<file path="config.mk">
export PLATFORM = sky130hd
export DESIGN_NAME = aluCluster
export DESIGN_NICKNAME = d
export VERILOG_FILES = /design/src/common/execPkg.sv /design/src/hw/resStation/resStation.sv /design/src/hw/aluExecute.sv /design/src/hw/aluCluster.sv
export SDC_FILE = /design/constraint.sdc
export NUM_CORES = 2
export LEC_CHECK = 0
export BUFFER_PORTS_ARGS = -buffer_cell sky130_fd_sc_hd__buf_2
export CAP_MARGIN = 20
export CELL_PAD_IN_SITES_DETAIL_PLACEMENT = 0
export CELL_PAD_IN_SITES_GLOBAL_PLACEMENT = 2
export CORE_ASPECT_RATIO = 0.8
export CORE_MARGIN = 2
export CORE_UTILIZATION = 41
export DETAILED_ROUTE_END_ITERATION = 8
export GPL_TIMING_DRIVEN = 1
export PLACE_DENSITY_LB_ADDON = 0.1
export SLEW_MARGIN = 10
export SYNTH_ARGS = -nofsm -noshare
export SYNTH_HDL_FRONTEND = slang
export SYNTH_SLANG_ARGS = --single-unit
</file>
<file path="constraint.sdc">
create_clock -name clk -period 9.69 [get_ports clk]
set_clock_uncertainty 0.1 [all_clocks]
set_input_delay 0.4845 -clock clk [delete_from_list [all_inputs] [get_ports clk]]
set_output_delay 0.4845 -clock clk [all_outputs]
set_load 0.05 [all_outputs]
</file>
<file path="src/common/execPkg.sv">
`default_nettype none

package execPkg;

    typedef logic [31:0] Data;
    typedef logic [31:0] Addr;
    typedef logic [3:0]  Tag;

    // Encodings count up from zero in this order.
    typedef enum logic [4:0] {
        opLui,
        opAuipc,
        opBeq,
        opBne,
        opBlt,
        opBltu,
        opBge,
        opBgeu,
        opJal,
        opJalr,
        opAddi,
        opSlli,
        opSlti,
        opSltiu,
        opXori,
        opSrli,
        opSrai,
        opOri,
        opAndi,
        opAdd,
        opSub,
        opSll,
        opSlt,
        opSltu,
        opXor,
        opSrl,
        opSra,
        opOr,
        opAnd
    } AluOp;

    typedef struct packed {
        logic ready;  // Value valid, otherwise waiting on tag.
        Tag   tag;
        Data  value;
    } SrcOperand;

    typedef struct packed {
        AluOp      op;
        Addr       pc;
        Data       imm;  // Already sign-extended.
        Tag        dest;
        SrcOperand src1;
        SrcOperand src2;
    } DispatchReq;

    typedef struct packed {
        AluOp op;
        Addr  pc;
        Data  imm;
        Tag   dest;
        Data  rs1;
        Data  rs2;
    } IssueReq;

    typedef struct packed {
        Tag  tag;
        Data data;
    } Wakeup;

    typedef struct packed {
        Tag   tag;
        Data  data;
        logic taken;
        Addr  nextPc;  // Resolved target for the reorder buffer.
    } ExecResult;

endpackage

`default_nettype wire

</file>
<file path="src/hw/resStation/resStation.sv">
`default_nettype none

module resStation #(
    parameter int rsDepth = 4
) (
    input  logic               clk,
    input  logic               rst,
    input  logic               rdy,
    input  logic               dispatchValid,
    input  execPkg::DispatchReq dispatch,
    input  logic               extWakeValid,
    input  execPkg::Wakeup     extWake,
    input  logic               resWakeValid,
    input  execPkg::Wakeup     resWake,
    output logic               full,
    output logic               issueValid,
    output execPkg::IssueReq   issue
);
    import execPkg::*;

    localparam int idxWidth = (rsDepth > 1) ? $clog2(rsDepth) : 1;

    logic [rsDepth-1:0]  slotValid;
    DispatchReq          entries [rsDepth];

    logic [rsDepth-1:0]  readyVec;
    logic [idxWidth-1:0] freeIdx;
    logic                freeFound;
    logic [idxWidth-1:0] issueIdx;
    logic                anyReady;
    logic                dispatchWrite;
    DispatchReq          newEntry;

    // Capture a matching broadcast from either producer.
    function automatic SrcOperand wakeOperand(SrcOperand src);
        SrcOperand woken;
        woken = src;
        if (!src.ready) begin
            if (extWakeValid && extWake.tag == src.tag) begin
                woken.ready = 1'b1;
                woken.value = extWake.data;
            end else if (resWakeValid && resWake.tag == src.tag) begin
                woken.ready = 1'b1;
                woken.value = resWake.data;
            end
        end
        return woken;
    endfunction

    always_comb begin
        for (int i = 0; i < rsDepth; i++) begin
            readyVec[i] = slotValid[i] && entries[i].src1.ready && entries[i].src2.ready;
        end
    end

    // Lowest free slot and lowest ready slot.
    always_comb begin
        freeIdx   = '0;
        freeFound = 1'b0;
        issueIdx  = '0;
        anyReady  = 1'b0;
        for (int i = 0; i < rsDepth; i++) begin
            if (!slotValid[i] && !freeFound) begin
                freeIdx   = idxWidth'(i);
                freeFound = 1'b1;
            end
            if (readyVec[i] && !anyReady) begin
                issueIdx = idxWidth'(i);
                anyReady = 1'b1;
            end
        end
    end

    assign full          = ~freeFound;  // An issuing slot still counts as occupied.
    assign dispatchWrite = dispatchValid && !full;

    always_comb begin
        newEntry      = dispatch;
        newEntry.src1 = wakeOperand(dispatch.src1);
        newEntry.src2 = wakeOperand(dispatch.src2);
    end

    always_ff @(posedge clk) begin
        if (rst) begin
            slotValid  <= '0;
            issueValid <= 1'b0;
        end else if (rdy) begin
            issueValid <= anyReady;
            for (int i = 0; i < rsDepth; i++) begin
                if (anyReady && issueIdx == idxWidth'(i)) begin
                    slotValid[i] <= 1'b0;
                end else if (dispatchWrite && freeIdx == idxWidth'(i)) begin
                    slotValid[i] <= 1'b1;
                end
            end
        end
    end

    always_ff @(posedge clk) begin
        if (rdy) begin
            if (anyReady) begin
                issue <= '{
                    op:   entries[issueIdx].op,
                    pc:   entries[issueIdx].pc,
                    imm:  entries[issueIdx].imm,
                    dest: entries[issueIdx].dest,
                    rs1:  entries[issueIdx].src1.value,
                    rs2:  entries[issueIdx].src2.value
                };
            end
            for (int i = 0; i < rsDepth; i++) begin
                if (dispatchWrite && freeIdx == idxWidth'(i)) begin
                    entries[i] <= newEntry;
                end else begin
                    entries[i].src1 <= wakeOperand(entries[i].src1);
                    entries[i].src2 <= wakeOperand(entries[i].src2);
                end
            end
        end
    end

    // Dispatcher must watch full.
    assert property (@(posedge clk) disable iff (rst)
        rdy && dispatchValid |-> !full);

    assert property (@(posedge clk) disable iff (rst)
        !$isunknown(issueValid));

    // Renaming hands out unique tags for in-flight ops.
    for (genvar a = 0; a < rsDepth; a++) begin : gTagA
        for (genvar b = a + 1; b < rsDepth; b++) begin : gTagB
            assert property (@(posedge clk) disable iff (rst)
                !(slotValid[a] && slotValid[b] && entries[a].dest == entries[b].dest));
        end
    end

endmodule

`default_nettype wire

</file>
<file path="src/hw/aluExecute.sv">
`default_nettype none

module aluExecute (
    input  logic                clk,
    input  logic                rst,
    input  logic                rdy,
    input  logic                issueValid,
    input  execPkg::IssueReq    issue,
    output logic                resultValid,
    output execPkg::ExecResult  result
);
    import execPkg::*;

    Data  aluData;
    logic taken;
    Addr  nextPc;
    Addr  seqPc;
    Addr  branchTarget;
    Addr  jalrTarget;

    assign seqPc        = issue.pc + 32'd4;
    assign branchTarget = issue.pc + issue.imm;
    assign jalrTarget   = (issue.rs1 + issue.imm) & ~32'd1;

    always_comb begin
        aluData = '0;
        taken   = 1'b0;
        case (issue.op)
            opLui:   aluData = issue.imm;
            opAuipc: aluData = issue.pc + issue.imm;

            opBeq:   taken = issue.rs1 == issue.rs2;
            opBne:   taken = issue.rs1 != issue.rs2;
            opBlt:   taken = $signed(issue.rs1) < $signed(issue.rs2);
            opBltu:  taken = issue.rs1 < issue.rs2;
            opBge:   taken = $signed(issue.rs1) >= $signed(issue.rs2);
            opBgeu:  taken = issue.rs1 >= issue.rs2;

            opJal, opJalr: begin
                aluData = seqPc;  // Link address.
                taken   = 1'b1;
            end

            opAddi:  aluData = issue.rs1 + issue.imm;
            opSlli:  aluData = issue.rs1 << issue.imm[4:0];
            opSlti:  aluData = {31'd0, $signed(issue.rs1) < $signed(issue.imm)};
            opSltiu: aluData = {31'd0, issue.rs1 < issue.imm};
            opXori:  aluData = issue.rs1 ^ issue.imm;
            opSrli:  aluData = issue.rs1 >> issue.imm[4:0];
            opSrai:  aluData = Data'($signed(issue.rs1) >>> issue.imm[4:0]);
            opOri:   aluData = issue.rs1 | issue.imm;
            opAndi:  aluData = issue.rs1 & issue.imm;

            opAdd:   aluData = issue.rs1 + issue.rs2;
            opSub:   aluData = issue.rs1 - issue.rs2;
            opSll:   aluData = issue.rs1 << issue.rs2[4:0];
            opSlt:   aluData = {31'd0, $signed(issue.rs1) < $signed(issue.rs2)};
            opSltu:  aluData = {31'd0, issue.rs1 < issue.rs2};
            opXor:   aluData = issue.rs1 ^ issue.rs2;
            opSrl:   aluData = issue.rs1 >> issue.rs2[4:0];
            opSra:   aluData = Data'($signed(issue.rs1) >>> issue.rs2[4:0]);
            opOr:    aluData = issue.rs1 | issue.rs2;
            opAnd:   aluData = issue.rs1 & issue.rs2;

            default: aluData = '0;
        endcase
    end

    // Not taken falls through to the next instruction.
    always_comb begin
        if (!taken) begin
            nextPc = seqPc;
        end else if (issue.op == opJalr) begin
            nextPc = jalrTarget;
        end else begin
            nextPc = branchTarget;
        end
    end

    always_ff @(posedge clk) begin
        if (rst) begin
            resultValid <= 1'b0;
        end else if (rdy) begin
            resultValid <= issueValid;
        end
    end

    always_ff @(posedge clk) begin
        if (rdy && issueValid) begin
            result <= '{
                tag:    issue.dest,
                data:   aluData,
                taken:  taken,
                nextPc: nextPc
            };
        end
    end

    // Each result traces back to an issue on the previous enabled edge.
    assert property (@(posedge clk) disable iff (rst)
        $rose(resultValid) |-> $past(issueValid) && $past(rdy));

endmodule

`default_nettype wire

</file>
<file path="src/hw/aluCluster.sv">
`default_nettype none

module aluCluster #(
    parameter int rsDepth = 4
) (
    input  logic                clk,
    input  logic                rst,
    input  logic                rdy,
    input  logic                dispatchValid,
    input  execPkg::DispatchReq dispatch,
    input  logic                extWakeValid,
    input  execPkg::Wakeup      extWake,
    output logic                full,
    output logic                resultValid,
    output execPkg::ExecResult  result
);
    import execPkg::*;

    logic    issueValid;
    IssueReq issue;
    Wakeup   resWake;

    // Own results wake dependents in the station.
    assign resWake = '{tag: result.tag, data: result.data};

    resStation #(
        .rsDepth(rsDepth)
    ) i_resStation (
        .clk          (clk),
        .rst          (rst),
        .rdy          (rdy),
        .dispatchValid(dispatchValid),
        .dispatch     (dispatch),
        .extWakeValid (extWakeValid),
        .extWake      (extWake),
        .resWakeValid (resultValid),
        .resWake      (resWake),
        .full         (full),
        .issueValid   (issueValid),
        .issue        (issue)
    );

    aluExecute i_aluExecute (
        .clk        (clk),
        .rst        (rst),
        .rdy        (rdy),
        .issueValid (issueValid),
        .issue      (issue),
        .resultValid(resultValid),
        .result     (result)
    );

endmodule

`default_nettype wire

</file>
* Yosys cells after proc, flatten, opt, wreduce, memory -nomap -nowiden *
Memories as Yosys holds them, arrays and structs flattened. A register that Yosys moved wholly into a read port is not among the register bits.
Index checks and enable logic that the tools add are counted.
Widths: inputs -> output; s select.

cells by class
  $lt $le $gt $ge = 6
  bitwise logic cells = 15
  equal/unequal tests = 56
  reductions and logical operators = 65
  shift operators = 6
  $add $sub $neg = 5
  muxes and demuxes = 150

operators by type and width
  kind                   number
  $mux 32                48
  $pmux 32 s22           1
  $mux 37                8
  $lt 32x32->1           4
  $add 32x32->32         3
  $mux 1                 88
  $eq 4x4->1             20
  $eq 5x5->1 const B     13
  $and 32x32->32         2
  $ge 32x32->1           2
  $or 32x32->32          2
  $shl 32x5->32          2
  $shr 32x5->32          2
  $sshr 32x5->32         2
  $xor 32x32->32         2
  $logic_and 1x1->1      44
  $eq 5x4->1 const B     8
  $add 32x3->32 const B  1
  $eq 32x32->1           1
  $ne 32x32->1           1
  $sub 32x32->32         1
  $eq 5x3->1 const B     4
  $eq 5x2->1 const B     2
  $reduce_and 2->1       5
  12 further kinds       37

word-level totals
  memories kept = 1
  bits in writable memories = 588
  bits in registers = 75
  logic and storage cells = 314
  output and inout port bits = 71

memory list
  name                  depth  width  rd ports  clocked after Yosys merged registers in  wr ports  RTL line          RTL
  i_resStation.entries  4      147    5         1                                        4         resStation.sv:24  DispatchReq entries [rsDepth];

* Logic depth before layout (Yosys ltp) *
An unclocked memory read counts as a cell.

  word-level depth = 17
  mapped depth = 16

* By module *
From an unflattened synthesis, not the netlist that was laid out.

second synthesis, totals
  cell total of the unflattened synthesis = 5022
  area total of the unflattened synthesis = 51585.7 sq um

by module, submodules not included
  module      area an instance (sq um)  times used  seq. area each (sq um)  cells each
  resStation  31984.4                   1           21871.0                 2375
  aluExecute  19601.3                   1           2092.0                  2647

* Worst setup path after synthesis *
Ideal clock, no wire load.

  path type = in2reg
  from = input rdy
  to = register i_resStation.slotValid[1]
  arrival time = 8370 ps
  path buffers = 2
  path slack = 769 ps
  stages = 5
  data required time = 9139 ps
  setup time = 451 ps
  path through = clkbuf_1 clkbuf_1 inv_1 a41oi_1 a211oi_1

between the ends
  longest elaborated chain between the ends = 1

ends and longest elaborated chain
  what                               RTL line          RTL
  start, declared                    aluCluster.sv:8   input logic rdy,
  $reduce_and 2->1 (no source line)  n/a
  end signal, assigned               resStation.sv:85  slotValid <= '0;
  end signal, assigned by index      resStation.sv:91  slotValid[i] <= 1'b0;
  end signal, assigned by index      resStation.sv:93  slotValid[i] <= 1'b1;
  end, declared                      resStation.sv:23  logic [rsDepth-1:0] slotValid;

No other way between the ends.
A chain may end at the register's enable or synchronous reset.

* Worst setup path in the final report *
  from = register i_resStation.issue[136] (netlist name)
  to = register i_aluExecute.result[59] (netlist name)

between the ends
  longest elaborated chain between the ends = 3
  elaborated cells on any way between the ends = 25
  classes of those cells = eq/ne: 22; mux: 1; reduce/logical: 2

ends and longest elaborated chain
  what                          RTL line          RTL
  $eq 5x4->1                    aluExecute.sv:28  case (issue.op)
  $reduce_or 2->1               aluExecute.sv:28
  $pmux 32 s22 *                aluExecute.sv:28
  net i_aluExecute.aluData[26]  aluExecute.sv:14  Data aluData;

Mark *: on every way through the listed nets, which the timed path passes. The rest lies on a longest branch.

==> reports/results.ini <==
[cts]
cts_resized=0
clock_tree.root_cell=clkbuf_16
numCtsBuffers=86
cts_tree=done
clock_latency_ns=0.73
clkTransAtPathRegs_ns=0.07
cts.sinks=800
htreeDepth=3
clockBufferDepth=3

[routing]
wire_per_inst_um=32.85
finalWirelength_um=226800
avgViaCountPerCell=6.523
route.detailed.drc=0
ant_nets=0
drt_iter0_drc=6130
firstDrtPassIters=8
vias=45030

[finish]
final_util_pct=46.60
nets=5528
fin_area_um2=58300
instances_no_fill=6903
final_layout_size_suffix_gt1_share_pct=12.55
syn_to_final_growth_pct=12.63

[run_status]
status=completed

[synth]
synth_top_area_cell=edfxtp_1
synthesis.area_um2=51770
avgSynthCellArea_um2=10.15
synth.area.top_cells=edfxtp_1, mux2i_1, a21oi_1
yosysMostFrequentCell=edfxtp_1
synthXorXnorAreaFrac_pct=3.570
synthArstFlopShare_pct=0
synth-seq-area-share_pct=46.29
ys_warn_count=0
synth-compound-area-share_pct=21.49
synth_fa_ha_area_share_pct=3.974
synthTopCellsByCount=edfxtp_1, nand2_1, a21oi_1, clkbuf_1, mux2i_1
synth_top_area_share_pct=46.06
ys_types=90
synth_ff_type=edfxtp_1
synth_edf_count=794
ys_ff_latch=800
synth_top_family_by_area=compound AO/OA/AOI/OAI gates
synth_mux_area_share_pct=7.524
syn-instance-count=5098
synth_simple_gate_area_share_pct=12.38
synth_nets=5448

[floorplan]
die_h_um=321.8
io_pins=259
core_um2=125100
die_w_um=401.3
rows=116
start_util_pct=41.38
die-area_um2=129100

[placed_design]
placed_cell_area_um2=54620
place.detailed.hpwl_um=157600
gp_congestion=0.9980
dp_cells=6657
pre_cts_slack_ns=4.209
io_buffers=258

[setup_path]
end_kind=register
criticalPathCategory=register to register
cp_max_fo=26
required_ns=9.98
cp.arrival_ns=6.00
max_stage_delay_ns=0.96
startpoint_type=register
cp_cell_sequence=nand3b_1 -> o21ai_1 -> nand2_2 -> mux2i_1 -> nor2_1 -> a21oi_1 -> o221ai_1 -> a2111oi_1 -> o211ai_1
slowest_stage=edfxtp_1
worstRegToRegCells=9

[timing]
setup_viol=0
drv_slew=0
setup_ws_ns=3.979
worst_pin_slew_ns=1.208
max_freq_mhz=175.1
fin_crit_sh_pct=58.93
slew_headroom_pct=18.87
tns_ns=0
hold_slack_ns=0.05685
grt_setup_unrepaired=false
final_hold_viol_count=0
post-route-min-period_ns=5.711

[run]
max_cap_viol_count=0

[pwr]
powerDensity_nw_per_um2=138.7
p_leak_nw=20.77
peakVddDrop_uv=160.8
power.total_mw=8.088

[global_routing]
grt_max_degree=139
grt_pass1_wl_um=317600
grt_use_met3_pct=7.458
grt_overflow=0
gr-usage-met1_pct=50.00
grtUsageMet2_pct=49.10
grt-busiest-layer=met1
antenna_found_initial=8
grt_pass1_vias=40970
grt_usage_pct=34.10

[worst_hold_path]
hp-class=input pin to register
worstHoldPathCells=3

==> area by class of cell <==
type / instances / area (µm²)
Clock buffer: 101 / 2230
Sequential cell: 800 / 23960
Antenna cell: 7 / 17.52
Inverter: 137 / 518.0
Timing Repair Buffer: 482 / 3226
Multi-Input combinational cell: 3671 / 25710
Tap cell: 1652 / 2067
Fill cell: 11650 / 66810
Clock inverter: 53 / 573.1
==> final timing paths <==
path,end,slack [ns],start
setup / recovery,i_aluExecute.result[59]$_DFFE_PP_,3.98,i_resStation.issue[136]$_DFFE_PP_
hold / removal,i_resStation.slotValid[2]$_SDFFE_PP0P_,0.06,dispatchValid
setup reg to reg,i_aluExecute.result[59]$_DFFE_PP_,3.98,i_resStation.issue[136]$_DFFE_PP_
hold reg to reg,i_aluExecute.result[65]$_DFFE_PP_,0.32,i_resStation.issue[64]$_DFFE_PP_
==> worst max-delay path, delay by kind of cell (launching register included) <==
family	cells	cell delay (ns)
multiplexers	1	0.41
flip-flops	1	0.96
AO/OA/AOI/OAI	5	2.63
AND/OR/NAND/NOR	3	1.24
==> flip-flops by register name (all words and copies together), names as in the netlist <==
signal,count
i_aluExecute.result,69
i_resStation.slotValid,4
i_resStation.issue,137
i_aluExecute.resultValid,1
i_resStation.issueValid,1
i_resStation.entries,588
==> where the power goes <==
group          switching, mW  internal, mW
combinational          0.546         0.254
sequential            0.0369          3.88
clock                   1.51          1.86
total                   2.09          6.00
==> cell families after synthesis <==
kind of cell	count (synthesis)
AO/OA/AOI/OAI	1612
adder cells (fa/ha/maj)	162
buffers and inverters	627
multiplexers	336
flip-flops	800
AND/OR/NAND/NOR	1350
XOR/XNOR	211
==> layer usage <==
layer	share of wire, %	vias to the layer above	wire (µm)
met3	10	415	22920
met1	44	22350	100000
met2	42	2526	94730
met5	0	-	0
li1	-	19740	-
met4	4.0	0	9121
==> layout by cell type (no fill, tap or decap), drive strengths merged, types with 15 or more instances in the layout <==
master,count
a211oi,256
a21o,29
a21oi,415
a221o,22
a221oi,30
a222oi,144
a22oi,25
a31oi,42
and3,15
buf,399
clkbuf,102
clkinv,35
dlygate4sd3,82
edfxtp,794
ha,158
inv,144
mux2,19
mux2i,277
mux4,40
nand2,552
nand2b,39
nand3,79
nand4,38
nor2,226
nor2b,225
nor3,79
nor4,31
o211ai,36
o21a,18
o21ai,178
o21bai,27
o221ai,34
o22a,66
o22ai,171
o31ai,17
xnor2,113
xor2,98
==> repair_timing <==
action,in CTS,in global routing
hold endpoints to repair,330,0
buffers inserted,0,0
hold buffers,82,0
No activity file was read; power rests on OpenSTA's default activity.
